==> src/logic/soc_pkg.sv <==
package soc_pkg;

    // Memory map
    localparam int mem_words = 1024;
    localparam int mem_aw    = $clog2(mem_words);
    localparam int io_sel_w  = mem_aw + 2;
    localparam int region_w  = 32 - io_sel_w;

    localparam logic [31:0] mem_base = 32'h0000_0000;
    localparam logic [31:0] io_base  = 32'h0000_1000;

    // I/O register offsets inside the I/O region
    localparam logic [31:0] reg_console_data = 32'h0000_0000;
    localparam logic [31:0] reg_console_stat = 32'h0000_0004;
    localparam logic [31:0] reg_key          = 32'h0000_0008;
    localparam logic [31:0] reg_irq_stat     = 32'h0000_000C;

    // 115200 baud from 50 MHz
    localparam int console_div = 434;

    // PS/2 idle clocks before a partial frame is thrown away
    localparam int ps2_timeout = 5000;
    localparam logic [7:0] ps2_break_code = 8'hF0;

    // Interrupt vectors
    localparam logic [3:0] vec_none    = 4'd0;
    localparam logic [3:0] vec_key     = 4'd1;
    localparam logic [3:0] vec_console = 4'd2;

    // Held stable by the master while req is high
    typedef struct packed {
        logic        write;
        logic [31:0] addr;
        logic [31:0] wdata;
        logic [3:0]  be;
    } bus_req_t;

    typedef struct packed {
        logic [31:0] rdata;
        logic        err;
    } bus_rsp_t;

    typedef struct packed {
        logic [region_w-1:0] region;
        logic [mem_aw-1:0]   index;
        logic [1:0]          offset;
    } mem_addr_t;

    typedef struct packed {
        logic [region_w-1:0] region;
        logic [io_sel_w-1:0] sel;
    } io_addr_t;

    // Same address word, seen as memory or as I/O
    typedef union packed {
        mem_addr_t mem;
        io_addr_t  io;
    } bus_addr_u;

    typedef struct packed {
        logic       valid;
        logic       released;
        logic [7:0] code;
    } key_event_t;

endpackage
==> src/logic/console_tx.sv <==
module console_tx (
    input  logic       CLOCK_50,
    input  logic       KEY0,
    input  logic       load,
    input  logic [7:0] byte_in,
    output logic       busy,
    output logic       tx_done,
    output logic       uart_tx
);
    import soc_pkg::*;

    logic [9:0] shift;
    logic [3:0] bit_cnt;
    logic       baud_end;
    logic [$clog2(console_div)-1:0] baud_cnt;

    assign baud_end = baud_cnt == console_div - 1;

    // Line idles high through the all-ones shifter
    assign uart_tx = shift[0];

    always_ff @(posedge CLOCK_50 or negedge KEY0) begin
        if (!KEY0) begin
            shift    <= '1;
            bit_cnt  <= '0;
            baud_cnt <= '0;
            busy     <= 1'b0;
            tx_done  <= 1'b0;
        end else begin
            tx_done <= 1'b0;
            if (!busy) begin
                if (load) begin
                    // Stop, data, start
                    shift    <= {1'b1, byte_in, 1'b0};
                    busy     <= 1'b1;
                    bit_cnt  <= '0;
                    baud_cnt <= '0;
                end
            end else if (baud_end) begin
                baud_cnt <= '0;
                shift    <= {1'b1, shift[9:1]};
                // Tenth bit period is the stop bit
                if (bit_cnt == 4'd9) begin
                    busy    <= 1'b0;
                    tx_done <= 1'b1;
                end else begin
                    bit_cnt <= bit_cnt + 4'd1;
                end
            end else begin
                baud_cnt <= baud_cnt + 1'b1;
            end
        end
    end

endmodule

==> config.mk <==
export PLATFORM = sky130hd
export DESIGN_NAME = console_tx
export DESIGN_NICKNAME = d
export VERILOG_FILES = /design/src/logic/soc_pkg.sv /design/src/logic/console_tx.sv
export SDC_FILE = /design/constraint.sdc
export NUM_CORES = 1
export LEC_CHECK = 0
export ABC_AREA = 1
export ABC_CLOCK_PERIOD_IN_PS = 2800
export BUFFER_PORTS_ARGS = -buffer_cell sky130_fd_sc_hd__buf_2
export CAP_MARGIN = 20
export CORE_MARGIN = 3
export CORE_UTILIZATION = 40
export DETAILED_ROUTE_END_ITERATION = 10
export GPL_TIMING_DRIVEN = 0
export PLACE_DENSITY = 0.59
export SYNTH_ARGS = -nofsm -noshare
export SYNTH_HDL_FRONTEND = slang
export SYNTH_SLANG_ARGS = --single-unit
export TNS_END_PERCENT = 50
==> constraint.sdc <==
create_clock -name CLOCK_50 -period 2.8 [get_ports CLOCK_50]
set_clock_uncertainty 0.2 [all_clocks]
set_input_delay 0.42 -clock CLOCK_50 [delete_from_list [all_inputs] [get_ports CLOCK_50]]
set_output_delay 0.42 -clock CLOCK_50 [all_outputs]
set_load 0.01 [all_outputs]
==> results.cfg <==
[worst_setup_path]
r2r_cells = 5
crit_arrival_ns = 1.72
worstPathMaxFanout = 6
crit_family = simple AND/OR/NAND/NOR gates
cp_common_cell = nand2_1
rr_endpoint = bit_cnt[0]
cp_cell_sequence = nor2_1, inv_1, nand3_1, nand2_1, nand2_1
critPathSlowestCell = dfrtp_1
crit_buf_inv = 1
reg2reg_from = busy
startpoint_type = register
worstPathRequired_ns = 2.88
r2r_setup_slack_ns = 1.15
path_class = register to register
cp_slowest_stage_delay_ns = 0.48
end_kind = register

[sta]
slew_headroom_pct = 63.7
final.setup.tns_ns = 0
rsz0062_at_grt = no
min_period_ns = 1.65
timing.final.crit_share_pct = 58.8
max_freq_mhz = 607
tightestPinTransition_ns = 0.545
hold_viol = 0
setup_viol = 0
finalMaxSlewViolations = 0

[min_path]
min_to = shift[8]
min_from = byte_in[7]
min_path_type = input port to register
holdPathStages = 3

[run]
drv_cap = 0

[synth]
syn-cell-area_sq_um = 1300
synthCells = 168
synth_warnings = 0
syn_nets = 183
yosysUniqueCellTypes = 20
syn_avg_cell_area_sq_um = 7.73
yosysSeqAreaShare_pct = 47.1
ys_ff_latch = 24

[run_status]
status = finished, final reports clean

[power]
netSwitchingPower_mw = 0.367
internal-power_mw = 0.684
p_leak_nw = 0.746
p_seq_share_pct = 54.4
p_total_mw = 1.05
power_density_nw_per_um2 = 717
switching_share_pct = 34.9
clkPwrFrac_pct = 17.9
vdd_drop_max_uv = 354
p_comb_share_pct = 27.7

[clock_tree]
cts.path.max_buffers = 2
cts_inserted_buffers = 3
htree_num_levels = 1
clk_pin_slew_ns = 0.14
cts_resized = 0
cts_sinks = 24
post_cts_buffers = 0
tritoncts = done
holdBufCountCts = 1
cts-root-buf = clkbuf_4
worst_skew_pair.late_latency_ns = 0.32

[floorplanning]
die_h_um = 63.0
ios = 14
die_width_um = 63.0
rows = 20
dieArea_sq_um = 3970
initial_core_util_pct = 42.2
core_sq_um = 3080

[detailed_routing]
drt-vias-per-instance = 4.73
drt_drc_violations_left = 0
vias = 1088
wirelength_um = 2610
drtAntennaViolNets = 0
dr.pass1.iters = 4
drtIter0Drc = 110
post_drt_wl_per_cell_um = 11.4

[final_layout]
n_antenna_cell = 0
mostFrequentLayoutCells = nand2_1 (73), nand3_1 (17), dfrtp_1 (15)
drive_gt1_share_pct = 18.8
final_common_cell = nand2_1
area_delta_synth_final_pct = 12.8
nFillCells = 320
nets = 202
finalNonFillerCells = 230

[placed_design]
gp_congestion = 0.767
place_hpwl_um = 1860
place_inst = 225
port_buffers = 13

[grt]
overflow = 0
grt_pass1_wl_um = 4550
grt_pass1_vias = 1045
antenna_found_initial = 0
grt_max_degree = 25
grt_usage_pct = 14.3
## cells in the mapped netlist
master	count	area share [%]
nand2_2	2	0.96
buf_2	1	0.38
nor2_1	13	3.8
inv_2	1	0.29
nand2_1	73	21
o22ai_1	3	1.4
xnor2_1	2	1.3
nand4_1	2	0.96
dfstp_2	9	18
dfrtp_1	15	29
nand3_1	17	6.6
buf_6	1	0.87
ha_1	4	3.9
inv_1	14	4.0
xor2_1	2	1.3
buf_12	1	1.5
o21ai_0	5	1.9
nor2_4	1	0.87
nand2_4	1	0.87
nand3_2	1	0.77
## through the flow
stage	setup WS (ns)	util (%)	area, sq um	hold slack, ns
after floorplan	1.36	-	1300	-0.0756
after global placement	1.18	46.1	1420	0.236
after detailed placement	1.14	46.1	1420	0.242
after CTS	1.14	47.6	1470	0.104
after global routing	0.976	47.6	1470	0.121
final	1.15	47.6	1470	0.121
## power groups by stage
stage,Combinational (mW),Clock (mW),Sequential (mW)
after floorplan,0.235,0,0.561
after global placement,0.282,0,0.573
after detailed placement,0.295,0,0.576
final,0.291,0.188,0.572
after CTS,0.296,0.202,0.571
after global routing,0.345,0.216,0.590
## cell families after synthesis
logic type | count (synthesis) | share of synthesized area (%)
adder cells (fa/ha/maj) | 4 | 3.85
AO/OA/AOI/OAI | 8 | 3.37
AND/OR/NAND/NOR | 110 | 35.8
flip-flops | 24 | 47.1
XOR/XNOR | 4 | 2.70
buffers and inverters | 18 | 7.13
## metal layers
metal  wire length, um  global-route usage, %  vias up
li1                  -                      -      558
met1              1240                   18.4      505
met2              1250                   23.7       23
met3               108                   3.96        2
met4                15                   3.31        0
met5                 0                      0        -
## flip-flops by register name, summed over array words and instances, names as in the netlist
register,flops
shift,9
baud_cnt,9
tx_done,1
bit_cnt,4
busy,1
## worst register-to-register path, stage by stage, from the launching register on
cell     delay, ns
dfrtp_1       0.48
nor2_1        0.40
inv_1         0.21
nand3_1       0.18
nand2_1       0.08
nand2_1       0.06
## worst max-delay path by stage
stage                 end        start  slack (ns)  cells past startpoint
3_5_place_dp   bit_cnt[0]         load        1.14                      6
3_3_place_gp   bit_cnt[1]         load        1.18                      6
4_1_cts        bit_cnt[0]         busy        1.14                      5
2_1_floorplan  bit_cnt[0]  baud_cnt[1]        1.36                      9
5_1_grt        bit_cnt[0]  baud_cnt[1]        0.98                      9
6_report       bit_cnt[0]         busy        1.15                      5
## final cells by class
type                       instances  area (sq um)  area share, %
sequential                        24           612           41.8
timing repair buffer              14          75.1           5.12
buffer                             3          36.3           2.48
tap                               44          55.1           3.76
clock buffer                       4          36.3           2.48
multi-input combinational        126           594           40.6
inverter                          15          56.3           3.84
Power figures use the tool's default switching activity.
