==> src/logic/soc_pkg.sv <==
package soc_pkg;

    // Memory map
    localparam int mem_words = 1024;
    localparam int mem_aw    = $clog2(mem_words);
    localparam int io_sel_w  = mem_aw + 2;
    localparam int region_w  = 32 - io_sel_w;

    localparam logic [31:0] mem_base = 32'h0000_0000;
    localparam logic [31:0] io_base  = 32'h0000_1000;

    // I/O register offsets inside the I/O region
    localparam logic [31:0] reg_console_data = 32'h0000_0000;
    localparam logic [31:0] reg_console_stat = 32'h0000_0004;
    localparam logic [31:0] reg_key          = 32'h0000_0008;
    localparam logic [31:0] reg_irq_stat     = 32'h0000_000C;

    // 115200 baud from 50 MHz
    localparam int console_div = 434;

    // PS/2 idle clocks before a partial frame is thrown away
    localparam int ps2_timeout = 5000;
    localparam logic [7:0] ps2_break_code = 8'hF0;

    // Interrupt vectors
    localparam logic [3:0] vec_none    = 4'd0;
    localparam logic [3:0] vec_key     = 4'd1;
    localparam logic [3:0] vec_console = 4'd2;

    // Held stable by the master while req is high
    typedef struct packed {
        logic        write;
        logic [31:0] addr;
        logic [31:0] wdata;
        logic [3:0]  be;
    } bus_req_t;

    typedef struct packed {
        logic [31:0] rdata;
        logic        err;
    } bus_rsp_t;

    typedef struct packed {
        logic [region_w-1:0] region;
        logic [mem_aw-1:0]   index;
        logic [1:0]          offset;
    } mem_addr_t;

    typedef struct packed {
        logic [region_w-1:0] region;
        logic [io_sel_w-1:0] sel;
    } io_addr_t;

    // Same address word, seen as memory or as I/O
    typedef union packed {
        mem_addr_t mem;
        io_addr_t  io;
    } bus_addr_u;

    typedef struct packed {
        logic       valid;
        logic       released;
        logic [7:0] code;
    } key_event_t;

endpackage
==> src/logic/irq_ctrl.sv <==
module irq_ctrl (
    input  logic       CLOCK_50,
    input  logic       KEY0,
    input  logic       key_make,
    input  logic       tx_done,
    input  logic       irq_ack,
    output logic [3:0] irq_vector,
    output logic [1:0] pending
);
    import soc_pkg::*;

    logic       ack_key;
    logic       ack_con;
    logic [1:0] pending_nxt;
    logic [3:0] vec_nxt;

    // Acknowledge only clears the source on display
    assign ack_key = irq_ack && irq_vector == vec_key;
    assign ack_con = irq_ack && irq_vector == vec_console;

    assign pending_nxt[0] = key_make || (pending[0] && !ack_key);
    assign pending_nxt[1] = tx_done || (pending[1] && !ack_con);

    // Key wins over console
    always_comb begin
        if (ack_key || ack_con) begin
            vec_nxt = vec_none;
        end else if (pending_nxt[0]) begin
            vec_nxt = vec_key;
        end else if (pending_nxt[1]) begin
            vec_nxt = vec_console;
        end else begin
            vec_nxt = vec_none;
        end
    end

    always_ff @(posedge CLOCK_50 or negedge KEY0) begin
        if (!KEY0) begin
            pending    <= '0;
            irq_vector <= vec_none;
        end else begin
            pending    <= pending_nxt;
            irq_vector <= vec_nxt;
        end
    end

endmodule

==> config.mk <==
export PLATFORM = sky130hd
export DESIGN_NAME = irq_ctrl
export DESIGN_NICKNAME = d
export VERILOG_FILES = /design/src/logic/soc_pkg.sv /design/src/logic/irq_ctrl.sv
export SDC_FILE = /design/constraint.sdc
export NUM_CORES = 1
export LEC_CHECK = 0
export BUFFER_PORTS_ARGS = -buffer_cell sky130_fd_sc_hd__buf_2
export CORE_AREA = 8 8 45 47
export DETAILED_ROUTE_END_ITERATION = 6
export DIE_AREA = 0 0 53 55
export GPL_ROUTABILITY_DRIVEN = 0
export PLACE_DENSITY = 0.41
export SYNTH_ARGS = -nofsm -noshare
export SYNTH_HDL_FRONTEND = slang
export SYNTH_SLANG_ARGS = --single-unit
==> constraint.sdc <==
create_clock -name CLOCK_50 -period 1.2 [get_ports CLOCK_50]
set_input_delay 0 -clock CLOCK_50 [delete_from_list [all_inputs] [get_ports CLOCK_50]]
set_output_delay 0 -clock CLOCK_50 [all_outputs]
set_load 0.01 [all_outputs]
==> impl_table.tex <==
\begin{tabular}{lr}
\hline
Metric & Value \\
\hline
\multicolumn{2}{l}{\textbf{Layout}} \\
\quad Nets & 37 \\
\quad Number of diodes added for antenna fixing & 0 \\
\quad Fraction of final layout cells sized beyond drive strength 1 & 0.400 \\
\quad Signed area change from the synthesized netlist to the final layout & 60.1\% \\
\quad Final cell area excluding filler cells & 297 µm² \\
\quad Layout Cells excl Fill & 46 \\
\quad Final design utilization & 0.214 \\
\quad Final-layout fill cell count & 152 \\
\multicolumn{2}{l}{\textbf{Worst setup path}} \\
\quad Maximum fanout count along the critical path & 4 \\
\quad Worst Setup Path Type & reg2reg \\
\quad Arrival time worst endpoint & 1.19 ns \\
\quad Required time reported for the critical path endpoint & 1.32 ns \\
\quad Element type at the critical path start & flip-flop \\
\quad Critical Path Sink Type & flip-flop \\
\quad Path depth of the worst reg2reg path & 2 \\
\multicolumn{2}{l}{\textbf{Floorplan}} \\
\quad Starting utilization of the core area & 0.134 \\
\quad Placeable core area & 1380 µm² \\
\quad Die X-Extent & 53 µm \\
\quad Number of placed I/O pins & 11 \\
\quad Die H & 55 µm \\
\quad Placement row count & 14 \\
\quad Overall die area & 2920 µm² \\
\multicolumn{2}{l}{\textbf{Drt}} \\
\quad DR vias/cell & 3.35 \\
\quad Average wire per standard cell & 9.52 µm \\
\quad First drt pass iteration count & 2 \\
\quad Met3 Routed Length & 106 µm \\
\quad Routed length on met1 & 208 µm \\
\quad DRC viols & 0 \\
\quad Vias post-DR & 154 \\
\quad Max layer used & met3 \\
\quad Antenna Nets Post-Route & 0 \\
\quad Met2 wire length & 123 µm \\
\quad Sum of routed wire length over all layers & 438 µm \\
\quad Initial DRC count & 3 \\
\multicolumn{2}{l}{\textbf{Global routing}} \\
\quad Overflow left after global routing & 0 \\
\quad First-pass GRT wire length & 752 µm \\
\quad Global-route usage over all layers & 0.0367 \\
\quad Number of global-route vias before repair & 140 \\
\quad Maximum number of pins on one net before global-route repair & 5 \\
\quad Antenna violations before repair & 0 \\
\multicolumn{2}{l}{\textbf{Power}} \\
\quad Largest vdd supply drop & 439 µV \\
\quad Total power per unit cell area & 1340 nW/µm² \\
\quad Leak & 0.130 nW \\
\multicolumn{2}{l}{\textbf{STA}} \\
\quad Fin crit period & 1.07 ns \\
\quad Achievable Freq & 938 MHz \\
\quad Final number of setup-violating endpoints & 0 \\
\quad Post-route clock skew & 0.000836 ns \\
\quad Final max-slew violation count & 0 \\
\quad Crit share post-route & 0.889 \\
\quad Number of hold-slack violations in the final timing report & 0 \\
\quad Unrepaired setup endpoints after global routing & no \\
\quad Setup TNS Final & 0 ns \\
\multicolumn{2}{l}{\textbf{Synth}} \\
\quad Instance count of the mapped netlist & 16 \\
\quad Synth Cell Area & 185 µm² \\
\quad Synth Warn \# & 0 \\
\quad Syn\_area\_per\_cell & 11.6 µm² \\
\quad Cell variety after synth & 9 \\
\quad Share of synthesized area occupied by flip-flops and latches & 0.541 \\
\quad Total of flip-flops plus latches after synthesis & 4 \\
\multicolumn{2}{l}{\textbf{Job}} \\
\quad Max-cap violation count & 0 \\
\multicolumn{2}{l}{\textbf{Clock tree}} \\
\quad Number of buffers created by CTS & 3 \\
\quad Number of gates resized after cts & 0 \\
\quad CTS HTree Levels & 1 \\
\quad Post-CTS setup buffer count & 0 \\
\quad Worst skew pair latency & 0.23 ns \\
\quad CTS hold repair buffers & 4 \\
\quad Buffers from clock root to sink, at most & 2 \\
\quad Buffer cell driving the clock tree root & clkbuf\_4 \\
\quad Number of clock sinks & 4 \\
\quad Clock tree from TritonCTS & done \\
\quad Clock transition at path regs & 0.04 ns \\
\multicolumn{2}{l}{\textbf{Outcome}} \\
\quad Result of the run & complete, no violations \\
\multicolumn{2}{l}{\textbf{Placement}} \\
\quad Placed cell count & 39 \\
\quad \# port buffers & 8 \\
\quad Total placed instance area & 234 µm² \\
\multicolumn{2}{l}{\textbf{Worst hold path}} \\
\quad Type of the most critical hold path & in2async \\
\hline
\end{tabular}
[cell usage in the layout, fill, tap and decap left out]
master	n
nand3b_1	2
a21oi_1	1
nor2_1	2
clkbuf_4	3
a2111oi_2	1
buf_2	8
a21o_1	2
dlygate4sd3_1	4
xor2_1	1
conb_1	2
dfrtp_1	4
[cell families (layout without fill, tap and decap cells)]
group                     count (synthesis)  after routing  synth area share
AOI/OAI and AO/OA                         4              4             0.189
xor gates and xnor gates                  1              1            0.0473
buffers and inverters                     2             15            0.0811
DFF                                       4              4             0.541
other                                     1              2            0.0203
and+or+nand+nor                           4              4             0.122
[state kept, by name (all words and copies together), names as in the netlist]
| name | cells |
|---|---|
| pending | 2 |
| irq_vector | 2 |
[layer usage]
| layer | GRT usage | up-vias |
|---|---|---|
| met5 | 0 | - |
| met4 | 0.0259 | 0 |
| met3 | 0.0401 | 0 |
| met2 | 0.0254 | 9 |
| met1 | 0.0505 | 64 |
| li1 | - | 81 |
[stage by stage]
step	worst slack, ns	hold slack (ns)	total power [W]
finish	0.133	0.102	0.000397
global route	0.0563	0.113	0.000431
CTS	0.123	0.102	0.000409
detailed placement	0.127	-0.189	0.000226
global placement	0.165	-0.190	0.000226
floorplan	0.147	-0.296	0.000201
[Yosys cell counts]
cell,count,area [µm²]
a2111oi_2,1,15.0
a21o_1,2,15.0
a21oi_1,1,5.00
buf_4,2,15.0
conb_1,1,3.75
dfrtp_1,4,100
nand3b_1,2,15.0
nor2_1,2,7.51
xor2_1,1,8.76
[final cells by class]
type	count	area, µm²	area share
Clock buffer	3	22.5	0.0759
Tap cell	16	20.0	0.0675
Multi-Input combinational cell	11	73.8	0.249
Timing Repair Buffer	12	80.1	0.270
Sequential cell	4	100	0.338
[where the power goes]
group          switching, W  internal [W]  leakage [nW]
clock network     0.0000512      0.000112        0.0138
logic             0.0000342     0.0000367        0.0725
registers         0.0000146      0.000149        0.0436
[path summary, 6_finish.rpt]
kind | to | slack (ns) | from
hold / removal | irq_vector[0] | 0.10 | KEY0
max in group asynchronous | pending[1] | 0.98 | KEY0
setup / recovery | irq_vector[1] | 0.13 | irq_vector[0]
hold reg to reg | irq_vector[1] | 0.48 | pending[0]
setup reg to reg | irq_vector[1] | 0.13 | irq_vector[0]
min in group CLOCK_50 | irq_vector[1] | 0.48 | pending[0]
[critical path, stage by stage, from the launching register on]
cell and delay (ns):
dfrtp_1 0.40, xor2_1 0.19, a2111oi_2 0.36
Note: power is estimated with default switching activity, not from simulation.
