File: config.mk
export PLATFORM = sky130hd
export DESIGN_NAME = ps2_receiver
export DESIGN_NICKNAME = d
export VERILOG_FILES = /design/src/logic/soc_pkg.sv /design/src/logic/ps2_receiver.sv
export SDC_FILE = /design/constraint.sdc
export NUM_CORES = 1
export LEC_CHECK = 0
export ABC_CLOCK_PERIOD_IN_PS = 2300
export BUFFER_PORTS_ARGS = -buffer_cell sky130_fd_sc_hd__buf_2
export CORE_MARGIN = 10
export CORE_UTILIZATION = 30
export DETAILED_ROUTE_END_ITERATION = 8
export SLEW_MARGIN = 20
export SYNTH_ARGS = -nofsm -noshare
export SYNTH_HDL_FRONTEND = slang
export SYNTH_SLANG_ARGS = --single-unit
File: constraint.sdc
create_clock -name CLOCK_50 -period 2.3 [get_ports CLOCK_50]
set_input_delay 0.46 -clock CLOCK_50 [delete_from_list [all_inputs] [get_ports CLOCK_50]]
set_output_delay 0.46 -clock CLOCK_50 [all_outputs]
set_load 0.005 [all_outputs]
File: src/logic/soc_pkg.sv
package soc_pkg;

    // Memory map
    localparam int mem_words = 1024;
    localparam int mem_aw    = $clog2(mem_words);
    localparam int io_sel_w  = mem_aw + 2;
    localparam int region_w  = 32 - io_sel_w;

    localparam logic [31:0] mem_base = 32'h0000_0000;
    localparam logic [31:0] io_base  = 32'h0000_1000;

    // I/O register offsets inside the I/O region
    localparam logic [31:0] reg_console_data = 32'h0000_0000;
    localparam logic [31:0] reg_console_stat = 32'h0000_0004;
    localparam logic [31:0] reg_key          = 32'h0000_0008;
    localparam logic [31:0] reg_irq_stat     = 32'h0000_000C;

    // 115200 baud from 50 MHz
    localparam int console_div = 434;

    // PS/2 idle clocks before a partial frame is thrown away
    localparam int ps2_timeout = 5000;
    localparam logic [7:0] ps2_break_code = 8'hF0;

    // Interrupt vectors
    localparam logic [3:0] vec_none    = 4'd0;
    localparam logic [3:0] vec_key     = 4'd1;
    localparam logic [3:0] vec_console = 4'd2;

    // Held stable by the master while req is high
    typedef struct packed {
        logic        write;
        logic [31:0] addr;
        logic [31:0] wdata;
        logic [3:0]  be;
    } bus_req_t;

    typedef struct packed {
        logic [31:0] rdata;
        logic        err;
    } bus_rsp_t;

    typedef struct packed {
        logic [region_w-1:0] region;
        logic [mem_aw-1:0]   index;
        logic [1:0]          offset;
    } mem_addr_t;

    typedef struct packed {
        logic [region_w-1:0] region;
        logic [io_sel_w-1:0] sel;
    } io_addr_t;

    // Same address word, seen as memory or as I/O
    typedef union packed {
        mem_addr_t mem;
        io_addr_t  io;
    } bus_addr_u;

    typedef struct packed {
        logic       valid;
        logic       released;
        logic [7:0] code;
    } key_event_t;

endpackage
File: src/logic/ps2_receiver.sv
module ps2_receiver (
    input  logic                CLOCK_50,
    input  logic                KEY0,
    input  logic                ps2_clk,
    input  logic                ps2_dat,
    output soc_pkg::key_event_t key,
    input  logic                consume,
    output logic                key_make
);
    import soc_pkg::*;

    logic [1:0]  clk_sync;
    logic [1:0]  dat_sync;
    logic        clk_prev;
    logic        clk_fall;
    logic [9:0]  shift;
    logic [3:0]  bit_cnt;
    logic [10:0] frame;
    logic        frame_ok;
    logic        frame_vld;
    logic [7:0]  frame_code;
    logic        brk;
    logic [$clog2(ps2_timeout+1)-1:0] idle_cnt;

    assign clk_fall = clk_prev && !clk_sync[1];

    // Start, 8 data LSB first, odd parity, stop
    assign frame    = {dat_sync[1], shift};
    assign frame_ok = !frame[0] && frame[10] && ^frame[9:1];

    always_ff @(posedge CLOCK_50 or negedge KEY0) begin
        if (!KEY0) begin
            clk_sync <= 2'b11;
            dat_sync <= 2'b11;
            clk_prev <= 1'b1;
        end else begin
            clk_sync <= {clk_sync[0], ps2_clk};
            dat_sync <= {dat_sync[0], ps2_dat};
            clk_prev <= clk_sync[1];
        end
    end

    // Bit counter and idle timeout
    always_ff @(posedge CLOCK_50 or negedge KEY0) begin
        if (!KEY0) begin
            bit_cnt   <= '0;
            idle_cnt  <= '0;
            frame_vld <= 1'b0;
        end else begin
            frame_vld <= 1'b0;
            if (clk_fall) begin
                idle_cnt <= '0;
                if (bit_cnt == 4'd10) begin
                    bit_cnt   <= '0;
                    frame_vld <= frame_ok;
                end else begin
                    bit_cnt <= bit_cnt + 4'd1;
                end
            end else if (bit_cnt != '0) begin
                if (idle_cnt == ps2_timeout - 1) begin
                    bit_cnt  <= '0;
                    idle_cnt <= '0;
                end else begin
                    idle_cnt <= idle_cnt + 1'b1;
                end
            end
        end
    end

    always_ff @(posedge CLOCK_50) begin
        if (clk_fall) begin
            if (bit_cnt == 4'd10) begin
                frame_code <= frame[8:1];
            end else begin
                shift <= {dat_sync[1], shift[9:1]};
            end
        end
    end

    // Make/break decode
    always_ff @(posedge CLOCK_50 or negedge KEY0) begin
        if (!KEY0) begin
            key      <= '0;
            key_make <= 1'b0;
            brk      <= 1'b0;
        end else begin
            key_make <= 1'b0;
            if (consume) begin
                key.valid <= 1'b0;
            end
            // A new event beats a consume in the same clock
            if (frame_vld) begin
                if (frame_code == ps2_break_code) begin
                    brk <= 1'b1;
                end else begin
                    key.valid    <= 1'b1;
                    key.released <= brk;
                    key.code     <= frame_code;
                    key_make     <= !brk;
                    brk          <= 1'b0;
                end
            end
        end
    end

endmodule

==> reports/metrics.yaml <==
outcome:
  outcome: "complete, no violations"
power:
  p_per_area_nw_per_um2: 804
  ir_drop_mv: 0.268
  p_leak_nw: 1.07
  p_total_mw: 2.02
logic_synthesis:
  synth_edf_count: 18
  syn_area_sq_um: 2220
  syn_inst: 170
  synth_nets: 179
  synth_cell_types: 43
  synth_area_per_cell_sq_um: 13.0
  yosysSeqAreaShare_pct: 64.1
  synth_ff_type: "dfrtp_1"
  synth-async-reset-ratio_pct: 66.0
  ys_seq_elements: 53
  synth_warnings: 0
floorplanning:
  initial_utilization_pct: 30.7
  die-area_sq_um: 11200
  rows: 31
  ios: 16
  core_sq_um: 7210
  die_y_microns: 106
  die_width_microns: 106
detailed_routing:
  drt-vias-per-instance: 4.52
  drc: 0
  first_pass_iters: 4
  wire_per_inst_microns: 12.4
  finalWirelength_microns: 3610
  final_antenna_net_count: 0
  drtIter0Drc: 74
  dr_total_vias: 1310
global_route:
  grt_pass1_vias: 1277
  overflow: 0
  grt_pass1_wl_microns: 6210
  antenna_found_initial: 0
  grt_start_max_net_pins: 36
  grt_util_all_layers_pct: 6.68
place:
  dp_hpwl_microns: 2550
  place_congestion: 0.721
  io_buffers: 15
  dpl_cell_area_sq_um: 2400
sta:
  hold_viol: 0
  layout_min_cycle_time_ns: 2.00
  setup_violations: 0
  setup_tns_ns: 0
  grt_setup_unrepaired: "no"
  max_freq_mhz: 500
  finalClockSkew_ns: 0.00960
  finalCritPeriodShare_pct: 87.0
  finalMaxSlewViolations: 0
  tightest_slew_ns: 0.796
  relSlewSlack_pct: 46.9
  whs_ns: 0.241
setup_path:
  critical-path-slowest-cell: "a41o_1"
  cp.arrival_ns: 2.19
  cp-end-kind: "flop"
  worst_setup_path_start_kind: "flop"
  critPathMaxFanout: 13
  worstPathRequired_ns: 2.49
  crit_type: "flop to flop"
  slowest_delay_ns: 0.51
  worstPathCellList: "inv_1 -> ha_1 -> or3b_1 -> a41o_1 -> o21ai_0 -> a22o_1"
  r2r-start: "bit_cnt[0]$_DFFE_PN0P_"
  worstRegToRegCells: 6
  crit_start: "bit_cnt[0]$_DFFE_PN0P_"
layout:
  syn_to_final_growth_pct: 13.1
  drive_above_1_share_pct: 20.4
  layout_commonest_cell: "dfrtp_1"
  final_cell_mix: "dfrtp_1, nand2_1, edfxtp_1"
  antennaDiodeCount: 0
  post-route-cell-area_sq_um: 2510
  nFillCells: 736
  nets: 199
clock_tree:
  clock_latency_ns: 0.30
  cts_sinks: 53
  post_cts_resized: 0
  cts_hold_buf: 0
  htreeDepth: 2
  cts-root-buf: "clkbuf_8"
  clk_pin_slew_ns: 0.10
  cts_tree: "yes"
  ctsLongestPathBuffers: 2
  cts_buffers: 5
  cts_setup_buffers: 0
job:
  drv_cap: 0
worst_hold_path:
  hold_class: "input pin to async pin"
==> metal layers <==
| layer | GRT usage [%] | vias to the layer above | routed length [microns] |
|---|---|---|---|
| met5 | 0 | - | 0 |
| met4 | 3.19 | 0 | 67 |
| met3 | 2.17 | 5 | 178 |
| met2 | 9.45 | 28 | 1590 |
| met1 | 8.96 | 629 | 1770 |
| li1 | - | 648 | - |
==> state kept, by name, summed over array words and instances (netlist names) <==
signal and flops:
clk_sync 2, key 10, key_make 1, frame_code 8, frame_vld 1, dat_sync 2
bit_cnt 4, idle_cnt 13, brk 1, clk_prev 1, shift 10
==> power breakdown <==
part           internal [mW]  switching [mW]  total [mW]
clock                  0.327           0.294       0.621
combinational          0.116           0.146       0.262
sequential              1.06          0.0750        1.13
==> stage by stage <==
| stage | worst slack (ns) | utilization [%] | std cells |
|---|---|---|---|
| floorplan | 0.530 | - | 170 |
| global route | 0.0654 | 34.8 | 290 |
| finish | 0.299 | 34.8 | 290 |
| detailed placement | 0.299 | 33.2 | 282 |
| CTS | 0.303 | 34.8 | 290 |
| global placement | 0.366 | 33.2 | 282 |
==> worst paths after layout <==
path | endpoint | slack [ns]
worst max register to register | bit_cnt[2]$_DFFE_PN0P_ | 0.30
worst min-delay path | bit_cnt[3]$_DFFE_PN0P_ | 0.24
max in group asynchronous | key[9]$_DFF_PN0_ | 1.56
min in group CLOCK_50 | dat_sync[0]$_DFF_PN1_ | 0.24
worst max-delay path | bit_cnt[2]$_DFFE_PN0P_ | 0.30
worst min register to register | clk_sync[1]$_DFF_PN1_ | 0.36
==> cell usage after synthesis, types with 2 or more instances <==
master | number | area (sq um)
dfstp_2 | 5 | 131
nand2_1 | 20 | 75.1
edfxtp_1 | 18 | 541
mux2_4 | 3 | 45.0
nand3_1 | 4 | 20.0
xnor2_1 | 6 | 52.6
o21ai_0 | 11 | 55.1
buf_6 | 3 | 33.8
or3_1 | 7 | 43.8
dfrtp_1 | 30 | 751
o2111ai_1 | 2 | 17.5
nor4b_1 | 2 | 17.5
nor2b_1 | 2 | 12.5
nor2_1 | 8 | 30.0
inv_1 | 3 | 11.3
and3_1 | 2 | 12.5
o21ai_1 | 2 | 10.0
xor2_1 | 5 | 43.8
mux2_2 | 2 | 22.5
ha_1 | 4 | 50.1
a21oi_1 | 7 | 35.0
and4_1 | 3 | 26.3
==> logic make-up after synthesis <==
group                      count (synthesis)  share of synthesized area [%]
adders and majority gates                  4                           2.26
xor gates and xnor gates                  12                           5.36
DFF                                       53                           64.1
muxes                                      5                           3.05
AOI/OAI and AO/OA                         31                           8.97
and+or+nand+nor                           57                           13.8
buffers and inverters                      8                           2.42
==> layout make-up <==
class	instances	area, sq um	share of cell area [%]
sequential	53	1420	56.7
multi-input combinational	109	742	29.6
tap	99	124	4.94
timing repair buffer	18	97.6	3.89
clock buffer	6	72.6	2.89
clock inverter	2	38.8	1.55
inverter	3	11.3	0.449
==> critical path: cells and delay by family (launching register included) <==
family	cells	cell delay, ns
buf+inv	1	0.09
compound gates	3	0.87
flops	1	0.38
fa+ha+maj	1	0.21
simple gates	1	0.36
No activity file was read; power rests on OpenSTA's default activity.
