==> config.mk <==
export PLATFORM = sky130hd
export DESIGN_NAME = board_bus_decoder
export DESIGN_NICKNAME = d
export VERILOG_FILES = /design/src/logic/soc_pkg.sv /design/src/logic/board_bus_decoder.sv
export SDC_FILE = /design/constraint.sdc
export NUM_CORES = 1
export LEC_CHECK = 0
export ABC_AREA = 1
export BUFFER_PORTS_ARGS = -buffer_cell sky130_fd_sc_hd__buf_2
export CAP_MARGIN = 25
export CORE_MARGIN = 5
export CORE_UTILIZATION = 41
export CTS_CLUSTER_SIZE = 24
export DETAILED_ROUTE_END_ITERATION = 10
export PLACE_DENSITY = 0.87
export SETUP_SLACK_MARGIN = 0.5
export SYNTH_ARGS = -nofsm -noshare
export SYNTH_HDL_FRONTEND = slang
export SYNTH_SLANG_ARGS = --single-unit
export TNS_END_PERCENT = 50
==> constraint.sdc <==
create_clock -name CLOCK_50 -period 7.14 [get_ports CLOCK_50]
set_input_delay 0.357 -clock CLOCK_50 [delete_from_list [all_inputs] [get_ports CLOCK_50]]
set_output_delay 0.357 -clock CLOCK_50 [all_outputs]
set_load 0.005 [all_outputs]
==> src/logic/soc_pkg.sv <==
package soc_pkg;

    // Memory map
    localparam int mem_words = 1024;
    localparam int mem_aw    = $clog2(mem_words);
    localparam int io_sel_w  = mem_aw + 2;
    localparam int region_w  = 32 - io_sel_w;

    localparam logic [31:0] mem_base = 32'h0000_0000;
    localparam logic [31:0] io_base  = 32'h0000_1000;

    // I/O register offsets inside the I/O region
    localparam logic [31:0] reg_console_data = 32'h0000_0000;
    localparam logic [31:0] reg_console_stat = 32'h0000_0004;
    localparam logic [31:0] reg_key          = 32'h0000_0008;
    localparam logic [31:0] reg_irq_stat     = 32'h0000_000C;

    // 115200 baud from 50 MHz
    localparam int console_div = 434;

    // PS/2 idle clocks before a partial frame is thrown away
    localparam int ps2_timeout = 5000;
    localparam logic [7:0] ps2_break_code = 8'hF0;

    // Interrupt vectors
    localparam logic [3:0] vec_none    = 4'd0;
    localparam logic [3:0] vec_key     = 4'd1;
    localparam logic [3:0] vec_console = 4'd2;

    // Held stable by the master while req is high
    typedef struct packed {
        logic        write;
        logic [31:0] addr;
        logic [31:0] wdata;
        logic [3:0]  be;
    } bus_req_t;

    typedef struct packed {
        logic [31:0] rdata;
        logic        err;
    } bus_rsp_t;

    typedef struct packed {
        logic [region_w-1:0] region;
        logic [mem_aw-1:0]   index;
        logic [1:0]          offset;
    } mem_addr_t;

    typedef struct packed {
        logic [region_w-1:0] region;
        logic [io_sel_w-1:0] sel;
    } io_addr_t;

    // Same address word, seen as memory or as I/O
    typedef union packed {
        mem_addr_t mem;
        io_addr_t  io;
    } bus_addr_u;

    typedef struct packed {
        logic       valid;
        logic       released;
        logic [7:0] code;
    } key_event_t;

endpackage
==> src/logic/board_bus_decoder.sv <==
module board_bus_decoder (
    input  logic                       CLOCK_50,
    input  logic                       KEY0,
    input  logic                       req,
    input  soc_pkg::bus_req_t          breq,
    output logic                       ack,
    output soc_pkg::bus_rsp_t          brsp,
    output logic                       mem_en,
    output logic                       mem_we,
    output logic [soc_pkg::mem_aw-1:0] mem_index,
    output logic [31:0]                mem_wdata,
    output logic [3:0]                 mem_be,
    input  logic [31:0]                mem_rdata,
    output logic                       tx_load,
    output logic [7:0]                 tx_byte,
    input  logic                       tx_busy,
    input  soc_pkg::key_event_t        key,
    output logic                       key_consume,
    input  logic [1:0]                 irq_pending
);
    import soc_pkg::*;

    typedef enum logic [2:0] {
        st_idle,
        st_access,
        st_wait_busy,
        st_respond,
        st_wait_low
    } state_t;

    state_t    state;
    bus_addr_u addr_v;
    logic      sel_mem;
    logic      sel_io;
    logic      sel_con_data;
    logic      sel_con_stat;
    logic      sel_key;
    logic      sel_irq;
    logic      con_write;
    bus_rsp_t  io_rsp;
    bus_rsp_t  rsp_q;

    assign addr_v  = breq.addr;
    assign sel_mem = addr_v.mem.region == mem_base[31:io_sel_w];
    assign sel_io  = addr_v.io.region == io_base[31:io_sel_w];

    assign sel_con_data = sel_io && addr_v.io.sel == reg_console_data[io_sel_w-1:0];
    assign sel_con_stat = sel_io && addr_v.io.sel == reg_console_stat[io_sel_w-1:0];
    assign sel_key      = sel_io && addr_v.io.sel == reg_key[io_sel_w-1:0];
    assign sel_irq      = sel_io && addr_v.io.sel == reg_irq_stat[io_sel_w-1:0];
    assign con_write    = sel_con_data && breq.write;

    // Side effects fire once, only when leaving access or wait_busy
    assign mem_en      = state == st_access && sel_mem;
    assign mem_we      = breq.write;
    assign mem_index   = addr_v.mem.index;
    assign mem_wdata   = breq.wdata;
    assign mem_be      = breq.be;
    assign tx_load     = (state == st_access || state == st_wait_busy) && con_write && !tx_busy;
    assign tx_byte     = breq.wdata[7:0];
    assign key_consume = state == st_access && sel_key && !breq.write;

    // Register reads; memory data is merged in later
    always_comb begin
        io_rsp = '0;
        if (!sel_mem) begin
            if (!(sel_con_data || sel_con_stat || sel_key || sel_irq)) begin
                io_rsp.err = 1'b1;
            end else if (!breq.write) begin
                if (sel_key) begin
                    io_rsp.rdata = {22'b0, key};
                end else if (sel_irq) begin
                    io_rsp.rdata = {30'b0, irq_pending};
                end else if (sel_con_stat) begin
                    io_rsp.rdata = {31'b0, tx_busy};
                end
            end
        end
    end

    always_ff @(posedge CLOCK_50 or negedge KEY0) begin
        if (!KEY0) begin
            state <= st_idle;
            ack   <= 1'b0;
        end else begin
            case (state)
                st_idle: begin
                    ack <= 1'b0;
                    if (req && !ack) begin
                        state <= st_access;
                    end
                end
                st_access: begin
                    if (con_write && tx_busy) begin
                        state <= st_wait_busy;
                    end else begin
                        state <= st_respond;
                    end
                end
                st_wait_busy: begin
                    if (!tx_busy) begin
                        state <= st_respond;
                    end
                end
                st_respond: begin
                    ack   <= 1'b1;
                    state <= st_wait_low;
                end
                st_wait_low: begin
                    // ack drops in idle on the next clock
                    if (!req) begin
                        state <= st_idle;
                    end
                end
                default: state <= st_idle;
            endcase
        end
    end

    // Key snapshot taken in the same clock as the consume
    always_ff @(posedge CLOCK_50) begin
        if (state == st_access) begin
            rsp_q <= io_rsp;
        end else if (state == st_respond && sel_mem && !breq.write) begin
            rsp_q.rdata <= mem_rdata;
        end
    end

    assign brsp = rsp_q;

endmodule

==> summary.md, run 1 <==
| Metric | Value |
|---|---|
| Global placer's final weighted congestion | `0.8245` |
| Setup CP Type | `reg -> out` |
| CTS tree | `done` |
| Fmax | `0.4610 GHz` |
| Via count of the first global-routing pass | `1,820` |
| Post-synthesis cell count | `278` |
| Count of final setup violators | `0` |
| Clock input transition at the sequential cells of the worst setup and hold paths | `0.07 ns` |
| Clock buffers created by TritonCTS | `5` |
| Die area | `7300 sq um` |
| Startpoint types | `register` |
| Aggregate global routing overflow | `0` |
| Required arrival time at the worst endpoint | `6.78 ns` |
| Overall Global Routing Usage | `15.79%` |
| Total half-perimeter wirelength after legalization and detailed placement | `5223 microns` |
| Worst Clk Skew | `0.007184 ns` |
| CP Data Arrival Time | `1.81 ns` |
| Initial core utilization | `42.38%` |
| Worst min path class | `in -> reg` |
| Detailed-routed wire length on met3 | `777 microns` |
| CTS sink count | `37` |
| Clock network latency to the later pin of the worst-skew pair | `0.28 ns` |
| Smallest hold slack | `0.3326 ns` |
| Origin of the worst min-delay path | `mem_rdata[20]` |
| RSZ-0062 raised after global routing | `false` |
| Final sum of negative setup slack | `0 ns` |
| Die span in y | `85.44 microns` |
| Shortest clock period the worst path allows after layout | `2.169 ns` |
| Part of the cycle the worst path needs | `30.38%` |
| Average cell area after synthesis | `8.394 sq um` |
| Yosys cell types | `24` |
| Total routed wire length on the met1 layer | `1957 microns` |
| N_diodes | `0` |
| Initial antenna violation count | `0` |
| Ranking of synthesized cells by instance count | `sky130_fd_sc_hd__buf_4 (55), sky130_fd_sc_hd__nand2_1 (54), sky130_fd_sc_hd__inv_1 (34)` |
| Cts-stage hold buffer count | `1` |
| Count of yosys warnings during synthesis | `0` |
| Layout cell share with drive strength beyond 1 | `45.79%` |
| Sort of element at the end of the critical path | `primary output` |
| Max Cap Viol | `0` |
| Fin. max-slew vios | `0` |
| Number of synthesized register bits | `37` |
| Maximum net fanout on the critical path | `43` |
| Largest area contributor in the synthesized netlist | `sky130_fd_sc_hd__edfxtp_1` |
| Total length of routed met2 wires | `3339 microns` |
| Via density | `4.605` |
| Routed wire length | `6197 microns` |
| Number of enable flip-flop cells after synthesis | `33` |
| Nets | `472` |
| Vias after detailed routing | `1,971` |
| Post-DR wirelength/cell | `14.48 microns` |
| Static Leak | `1.421 nW` |
| Worst-margin pin slew | `0.6945 ns` |
| Power, Total | `0.8171 mW` |
| Final worst slack | `4.971 ns` |
| H-tree Lvls | `2` |
| Detailed router's first-iteration violation count | `80` |
| Worst IR Drop VDD | `0.0001386 V` |
| Detail Route Antenna Nets | `0` |
| Max layer used | `met4` |
| Maximum number of pins on one net before global-route repair | `44` |
| Cell types with the largest area share after synthesis | `sky130_fd_sc_hd__edfxtp_1 (42%), sky130_fd_sc_hd__buf_4 (18%), sky130_fd_sc_hd__nand2_1 (8.7%)` |
| Minimum setup slack among reg-to-reg paths | `5.19 ns` |
| Beginning of the worst register-to-register path | `state[1]` |
| Clk buf depth | `2` |
| R2r worst-path depth | `4` |
| Power density of the placed cells | `298.1 nW/um^2` |
| Most used flip-flop cell after synthesis | `sky130_fd_sc_hd__edfxtp_1` |
| Total count of hold-check failures in the final report | `0` |
| Tightest slew margin relative to the limit | `53.64%` |
| Core Box Area | `5507 sq um` |
| Fill count | `510` |
| Standard-cell row count | `27` |
| Final instance area | `2741 sq um` |
| Post-CTS repair timing setup buffer count | `0` |
| Most frequent cell after synthesis | `sky130_fd_sc_hd__buf_4` |
| Result of the run | `finished clean` |
| Quantity of gates resized following cts | `0` |
| I/O Pins | `209` |
| Sequential share of the synthesized area | `46.76%` |
| Pre-CTS setup slack | `5.115 ns` |
| Floorplan die width | `85.44 microns` |
| Endpoint with the worst hold slack | `brsp[21]` |
| Cell area after synthesis | `2333 sq um` |
| Instance area after placement | `2645 sq um` |
| Portion of synthesized cell area occupied by the leading cell type | `42.47%` |
| Destination of the worst register-to-register timing path | `brsp[29]` |
| Port Buf Inserts | `128` |
| Detailed-route DRC error count | `0` |
| Async set-or-reset flop fraction in the synthesized netlist | `10.81%` |
| 1st-pass router iterations | `4` |
| Wire length of the first global-routing pass | `8942 microns` |
| Count of cells along the worst hold path | `3` |
| Root buffer selected by CTS | `sky130_fd_sc_hd__clkbuf_8` |
| Number of nets in the synthesized netlist | `395` |
| Synth-to-Final Area Change | `17.48%` |
## state kept, by name, summed over array words and instances, names as in the netlist
signal	flops
ack	1
brsp	33
state	3
## cells by family (layout without fill, tap and decap cells)
group | Yosys count | after routing | synth area share, %
DFF | 37 | 37 | 46.76
and+or+nand+nor | 121 | 121 | 23.70
buffers and inverters | 104 | 182 | 26.00
AOI/OAI and AO/OA | 16 | 16 | 3.539
## report_power, final
part	internal, mW	switching [mW]
Combinational	0.109	0.185
Sequential	0.356	0.0287
Clock	0.0673	0.0715
## final cells by class
type                            count  area, sq um  share of cell area, %
Inverter                           44        166.4                  6.070
Tap cell                           72        90.09                  3.286
Clock buffer                        5        68.82                  2.510
Multi-Input combinational cell    137        649.4                  23.69
Clock inverter                      3        17.52                 0.6390
Sequential cell                    37         1091                  39.80
Timing Repair Buffer              130        658.1                  24.01
## worst max-delay path, cell delays in order, from the launching register on
cell                      delay, ns
sky130_fd_sc_hd__dfrtp_1       0.44
sky130_fd_sc_hd__nor3_4        0.29
sky130_fd_sc_hd__inv_2         0.33
sky130_fd_sc_hd__nand2_1       0.19
sky130_fd_sc_hd__nand2_1       0.07
sky130_fd_sc_hd__nor2_1        0.09
sky130_fd_sc_hd__buf_2         0.12
## layout by cell type, fill, tap and decap left out
| master | n |
|---|---|
| sky130_fd_sc_hd__buf_4 | 1 |
| sky130_fd_sc_hd__buf_2 | 128 |
| sky130_fd_sc_hd__nand2_1 | 54 |
| sky130_fd_sc_hd__clkinv_1 | 1 |
| sky130_fd_sc_hd__nand4_1 | 2 |
| sky130_fd_sc_hd__inv_1 | 34 |
| sky130_fd_sc_hd__edfxtp_1 | 33 |
| sky130_fd_sc_hd__dlygate4sd3_1 | 1 |
| sky130_fd_sc_hd__nand2_2 | 4 |
| sky130_fd_sc_hd__nor2_4 | 2 |
| sky130_fd_sc_hd__nor2_2 | 8 |
| sky130_fd_sc_hd__nor3_4 | 1 |
| sky130_fd_sc_hd__nor3_1 | 2 |
| sky130_fd_sc_hd__o31ai_4 | 1 |
| sky130_fd_sc_hd__inv_2 | 8 |
| sky130_fd_sc_hd__clkinv_2 | 3 |
| sky130_fd_sc_hd__nor2_1 | 24 |
| sky130_fd_sc_hd__clkinvlp_4 | 1 |
| sky130_fd_sc_hd__a21oi_1 | 3 |
| sky130_fd_sc_hd__o21ai_1 | 10 |
| sky130_fd_sc_hd__clkbuf_8 | 5 |
| sky130_fd_sc_hd__and2_4 | 1 |
| sky130_fd_sc_hd__nand3_1 | 23 |
| sky130_fd_sc_hd__o21ai_0 | 2 |
| sky130_fd_sc_hd__dfrtp_1 | 4 |
## stage by stage
stage	util, %	instances
floorplan	-	278
global placement	48.03	419
detailed placement	48.03	419
CTS	49.78	428
global route	49.78	428
finish	49.78	428
## worst max path at each step
| stage | startpoint | endpoint | slack [ns] | cells after the start |
|---|---|---|---|---|
| 5_1_grt | state[1] | tx_load | 4.76 | 6 |
| 3_3_place_gp | breq[67] | brsp[6] | 5.21 | 7 |
| 2_1_floorplan | breq[67] | brsp[10] | 3.42 | 5 |
| 3_5_place_dp | breq[55] | brsp[30] | 5.11 | 7 |
| 4_1_cts | state[1] | tx_load | 4.96 | 6 |
| 6_report | state[1] | tx_load | 4.97 | 6 |
## metal layers
layer	GRT usage, %	up-vias
li1	-	968
met1	14.68	867
met2	30.01	120
met3	6.408	16
met4	6.619	0
met5	0	-
(Power assumes the default switching activity.)
==> run 2: changes to the inputs <==
--- a/config.mk
+++ b/config.mk
@@ -9,10 +9,10 @@
 export BUFFER_PORTS_ARGS = -buffer_cell sky130_fd_sc_hd__buf_2
 export CAP_MARGIN = 25
 export CORE_MARGIN = 5
-export CORE_UTILIZATION = 41
+export CORE_UTILIZATION = 38
 export CTS_CLUSTER_SIZE = 24
 export DETAILED_ROUTE_END_ITERATION = 10
-export PLACE_DENSITY = 0.87
+export PLACE_DENSITY = 0.81
 export SETUP_SLACK_MARGIN = 0.5
 export SYNTH_ARGS = -nofsm -noshare
 export SYNTH_HDL_FRONTEND = slang
==> constraint.sdc (replaced) <==
create_clock -name CLOCK_50 -period 2 [get_ports CLOCK_50]
set_input_delay 0.1 -clock CLOCK_50 [delete_from_list [all_inputs] [get_ports CLOCK_50]]
set_output_delay 0.1 -clock CLOCK_50 [all_outputs]
set_load 0.005 [all_outputs]
==> run 2 against run 1 <==
Net effect:
- combinational power rose to 4.9 times the previous value
- via count rose by 0.46%
- clock skew fell by 0.0035 ns
- critical path type unchanged
- sequential share of layout area fell by 2.4 points
- flip-flop and latch count did not move
- routed wire length rose by 1.9%
- sequential power rose to 3.6 times the previous value
==> summary.md, run 2 (same netlist as run 1, synthesis figures left out) <==
| Metric | Value |
|---|---|
| Minimum setup slack among reg-to-reg paths | `0.49 ns (-4.70 ns)` |
| Maximum net fanout on the critical path | `4 (-91%)` |
| Clock network latency to the later pin of the worst-skew pair | `0.28 ns (about the same)` |
| Total routed wire length on the met1 layer | `1967 microns (+0.51%)` |
| Fin. max-slew vios | `0 (unchanged)` |
| Vias after detailed routing | `1,980 (+0.46%)` |
| H-tree Lvls | `2 (unchanged)` |
| CP bufs+invs | `2 (unchanged)` |
| Sort of element at the end of the critical path | `primary output` |
| Non-filler cells in the finished layout | `445 (+4.0%)` |
| Required arrival time at the worst endpoint | `1.90 ns (-4.88 ns)` |
| Max reg flops | `33 (unchanged)` |
| Port Buf Inserts | `128 (unchanged)` |
| Logic gate share of total power | `43.7% (+7.8 points)` |
| Overall Global Routing Usage | `14.84% (-0.95 points)` |
| Detailed-route DRC error count | `0 (unchanged)` |
| Fmax | `0.6289 GHz` |
| R2r worst-path depth | `5 (+1)` |
| Internal portion of total power | `2.194 mW (+310%)` |
| Global placer's final weighted congestion | `0.8072 (-2.1%)` |
| Levels on crit path | `5 (-1)` |
| Via count of the first global-routing pass | `1,782 (-2.1%)` |
| Post-DR wirelength/cell | `14.19 microns (-2.0%)` |
| Die span in y | `88.36 microns (+3.4%)` |
| Final instance area | `2920 sq um (+6.5%)` |
| Detail Route Antenna Nets | `0 (unchanged)` |
| Initial core utilization | `39.18% (-3.2 points)` |
| Most common cell after layout, fill and taps aside | `sky130_fd_sc_hd__buf_2` |
| Clock buffers created by TritonCTS | `5 (unchanged)` |
| Startpoint types | `register` |
| Max Cap Viol | `0 (unchanged)` |
| Detailed router's first-iteration violation count | `94 (+18%)` |
| Tightest slew margin relative to the limit | `78.42% (+25 points)` |
| Commonest non-fill, non-tap cells in the layout | `sky130_fd_sc_hd__buf_2 (128), sky130_fd_sc_hd__nand2_1 (53), sky130_fd_sc_hd__inv_1 (33), sky130_fd_sc_hd__edfxtp_1 (33), sky130_fd_sc_hd__nor2_1 (23)` |
| Worst IR Drop VDD | `0.0005924 V (+330%)` |
| Critical-path cell with the highest stage delay | `sky130_fd_sc_hd__dfrtp_2` |
| Routed wire length | `6316 microns (+1.9%)` |
| Wire length of the first global-routing pass | `8804 microns (-1.5%)` |
| Detailed-routed wire length on met3 | `765 microns (-1.5%)` |
| Delay of the slowest cell on the worst path | `0.44 ns (about the same)` |
| CTS sink count | `37 (unchanged)` |
| Worst-margin pin slew | `0.3226 ns (-0.3719 ns)` |
| Count of cells along the worst hold path | `3 (unchanged)` |
| Core Box Area | `5956 sq um (+8.2%)` |
| Initial antenna violation count | `0 (unchanged)` |
| Smallest hold slack | `0.07892 ns (-0.2537 ns)` |
| I/O Pins | `209 (unchanged)` |
| Cells traversed along the worst timing path | `nor3_4 -> buf_6 -> nand3_2 -> nor2_2 -> buf_2` |
| Layout cell share with drive strength beyond 1 | `49.19% (+3.4 points)` |
| Standard-cell row count | `28 (+3.7%)` |
| Worst min path class | `in -> reg` |
| Static Leak | `1.506 nW (+6.0%)` |
| Die area | `7807 sq um (+7.0%)` |
| RSZ-0062 raised after global routing | `true` |
| Root buffer selected by CTS | `sky130_fd_sc_hd__clkbuf_8` |
| Clock input transition at the sequential cells of the worst setup and hold paths | `0.07 ns (about the same)` |
| Count of final setup violators | `0 (unchanged)` |
| Total length of routed met2 wires | `3321 microns (-0.54%)` |
| N_diodes | `0 (unchanged)` |
| Switching Fraction | `33.40% (-1.5 points)` |
| Number of placed cells counting well taps | `423 (+0.95%)` |
| Power density of the placed cells | `1128 nW/um^2 (+280%)` |
| Crit-path leading delay family | `simple AND/OR/NAND/NOR gates` |
| Total count of hold-check failures in the final report | `0 (unchanged)` |
| Switching power | `1.101 mW (+290%)` |
| Synth-to-Final Area Change | `25.15%` |
| Nets | `486 (+3.0%)` |
| Clk buf depth | `2 (unchanged)` |
| Via density | `4.449 (-3.4%)` |
| Aggregate global routing overflow | `0 (unchanged)` |
| CP Data Arrival Time | `1.49 ns (-0.32 ns)` |
| Total half-perimeter wirelength after legalization and detailed placement | `5176 microns (-0.90%)` |
| Clock network fraction of total power | `14.5% (-2.5 points)` |
| Maximum number of pins on one net before global-route repair | `21 (-52%)` |
| Part of the cycle the worst path needs | `79.50%` |
| Floorplan die width | `88.36 microns (+3.4%)` |
| Reg power frac | `41.8% (-5.3 points)` |
| Final sum of negative setup slack | `0 ns (unchanged)` |
| Shortest clock period the worst path allows after layout | `1.590 ns` |
| CTS tree | `done` |
| Setup CP Type | `reg -> out` |
| Instance area after placement | `2681 sq um (+1.4%)` |
| Max layer used | `met4` |
| Worst Clk Skew | `0.003712 ns (-0.003472 ns)` |
| 1st-pass router iterations | `4 (unchanged)` |
| Result of the run | `finished clean` |
## run 2: cell type report
cell class | instances | area, sq um
clock buffer | 6 | 72.57
clock inverter | 2 | 10.01
fill | 550 | 3035
inverter | 44 | 171.4
multi-input combinational | 137 | 671.9
sequential | 37 | 1092
tap | 75 | 93.84
timing repair buffer | 143 | 804.5
timing repair inverter | 1 | 3.754
## run 2: metrics by stage
| step | worst slack [ns] | power [mW] | utilization, % |
|---|---|---|---|
| finish | 0.4099 | 3.295 | 49.03 |
| global route | 0.3475 | 3.532 | 49.03 |
| global placement | 0.3820 | 2.455 | 45.02 |
| floorplan | 0.03321 | 2.073 | - |
| detailed placement | 0.3273 | 2.510 | 45.02 |
| CTS | 0.4085 | 3.214 | 48.24 |
## run 2: metal layers
layer | vias to the layer above | track usage [%]
met5 | - | 0
met4 | 0 | 8.379
met3 | 28 | 3.631
met2 | 98 | 27.46
met1 | 855 | 15.11
li1 | 999 | -
## run 2: tightest hold or removal path, stage by stage
cell and delay [ns]:
sky130_fd_sc_hd__buf_2 0.07, sky130_fd_sc_hd__nand2_1 0.04, sky130_fd_sc_hd__inv_1 0.04
## run 2: power groups by stage
stage	registers (mW)	clock network [mW]	logic, mW
floorplan	1.44	0	0.630
global placement	1.39	0	1.06
detailed placement	1.41	0	1.10
CTS	1.38	0.490	1.34
global route	1.41	0.526	1.60
finish	1.38	0.478	1.44
## run 2: path summary, 6_finish.rpt
| kind | to | start |
|---|---|---|
| worst max register to register | brsp[16] | state[2] |
| worst min-delay path | brsp[25] | mem_rdata[24] |
| min in group asynchronous | state[0] | KEY0 |
| max in group asynchronous | state[2] | KEY0 |
| worst max-delay path | key_consume | state[2] |
| worst min register to register | ack | ack |
## run 2: timing repair
item	4_1_cts	5_1_grt
setup endpoints to repair	47	49
gates cloned	2	0
hold endpoints to repair	4	0
buffers inserted	7	4
resized for setup	6	5
hold buffers	1	0
pin swaps	3	3
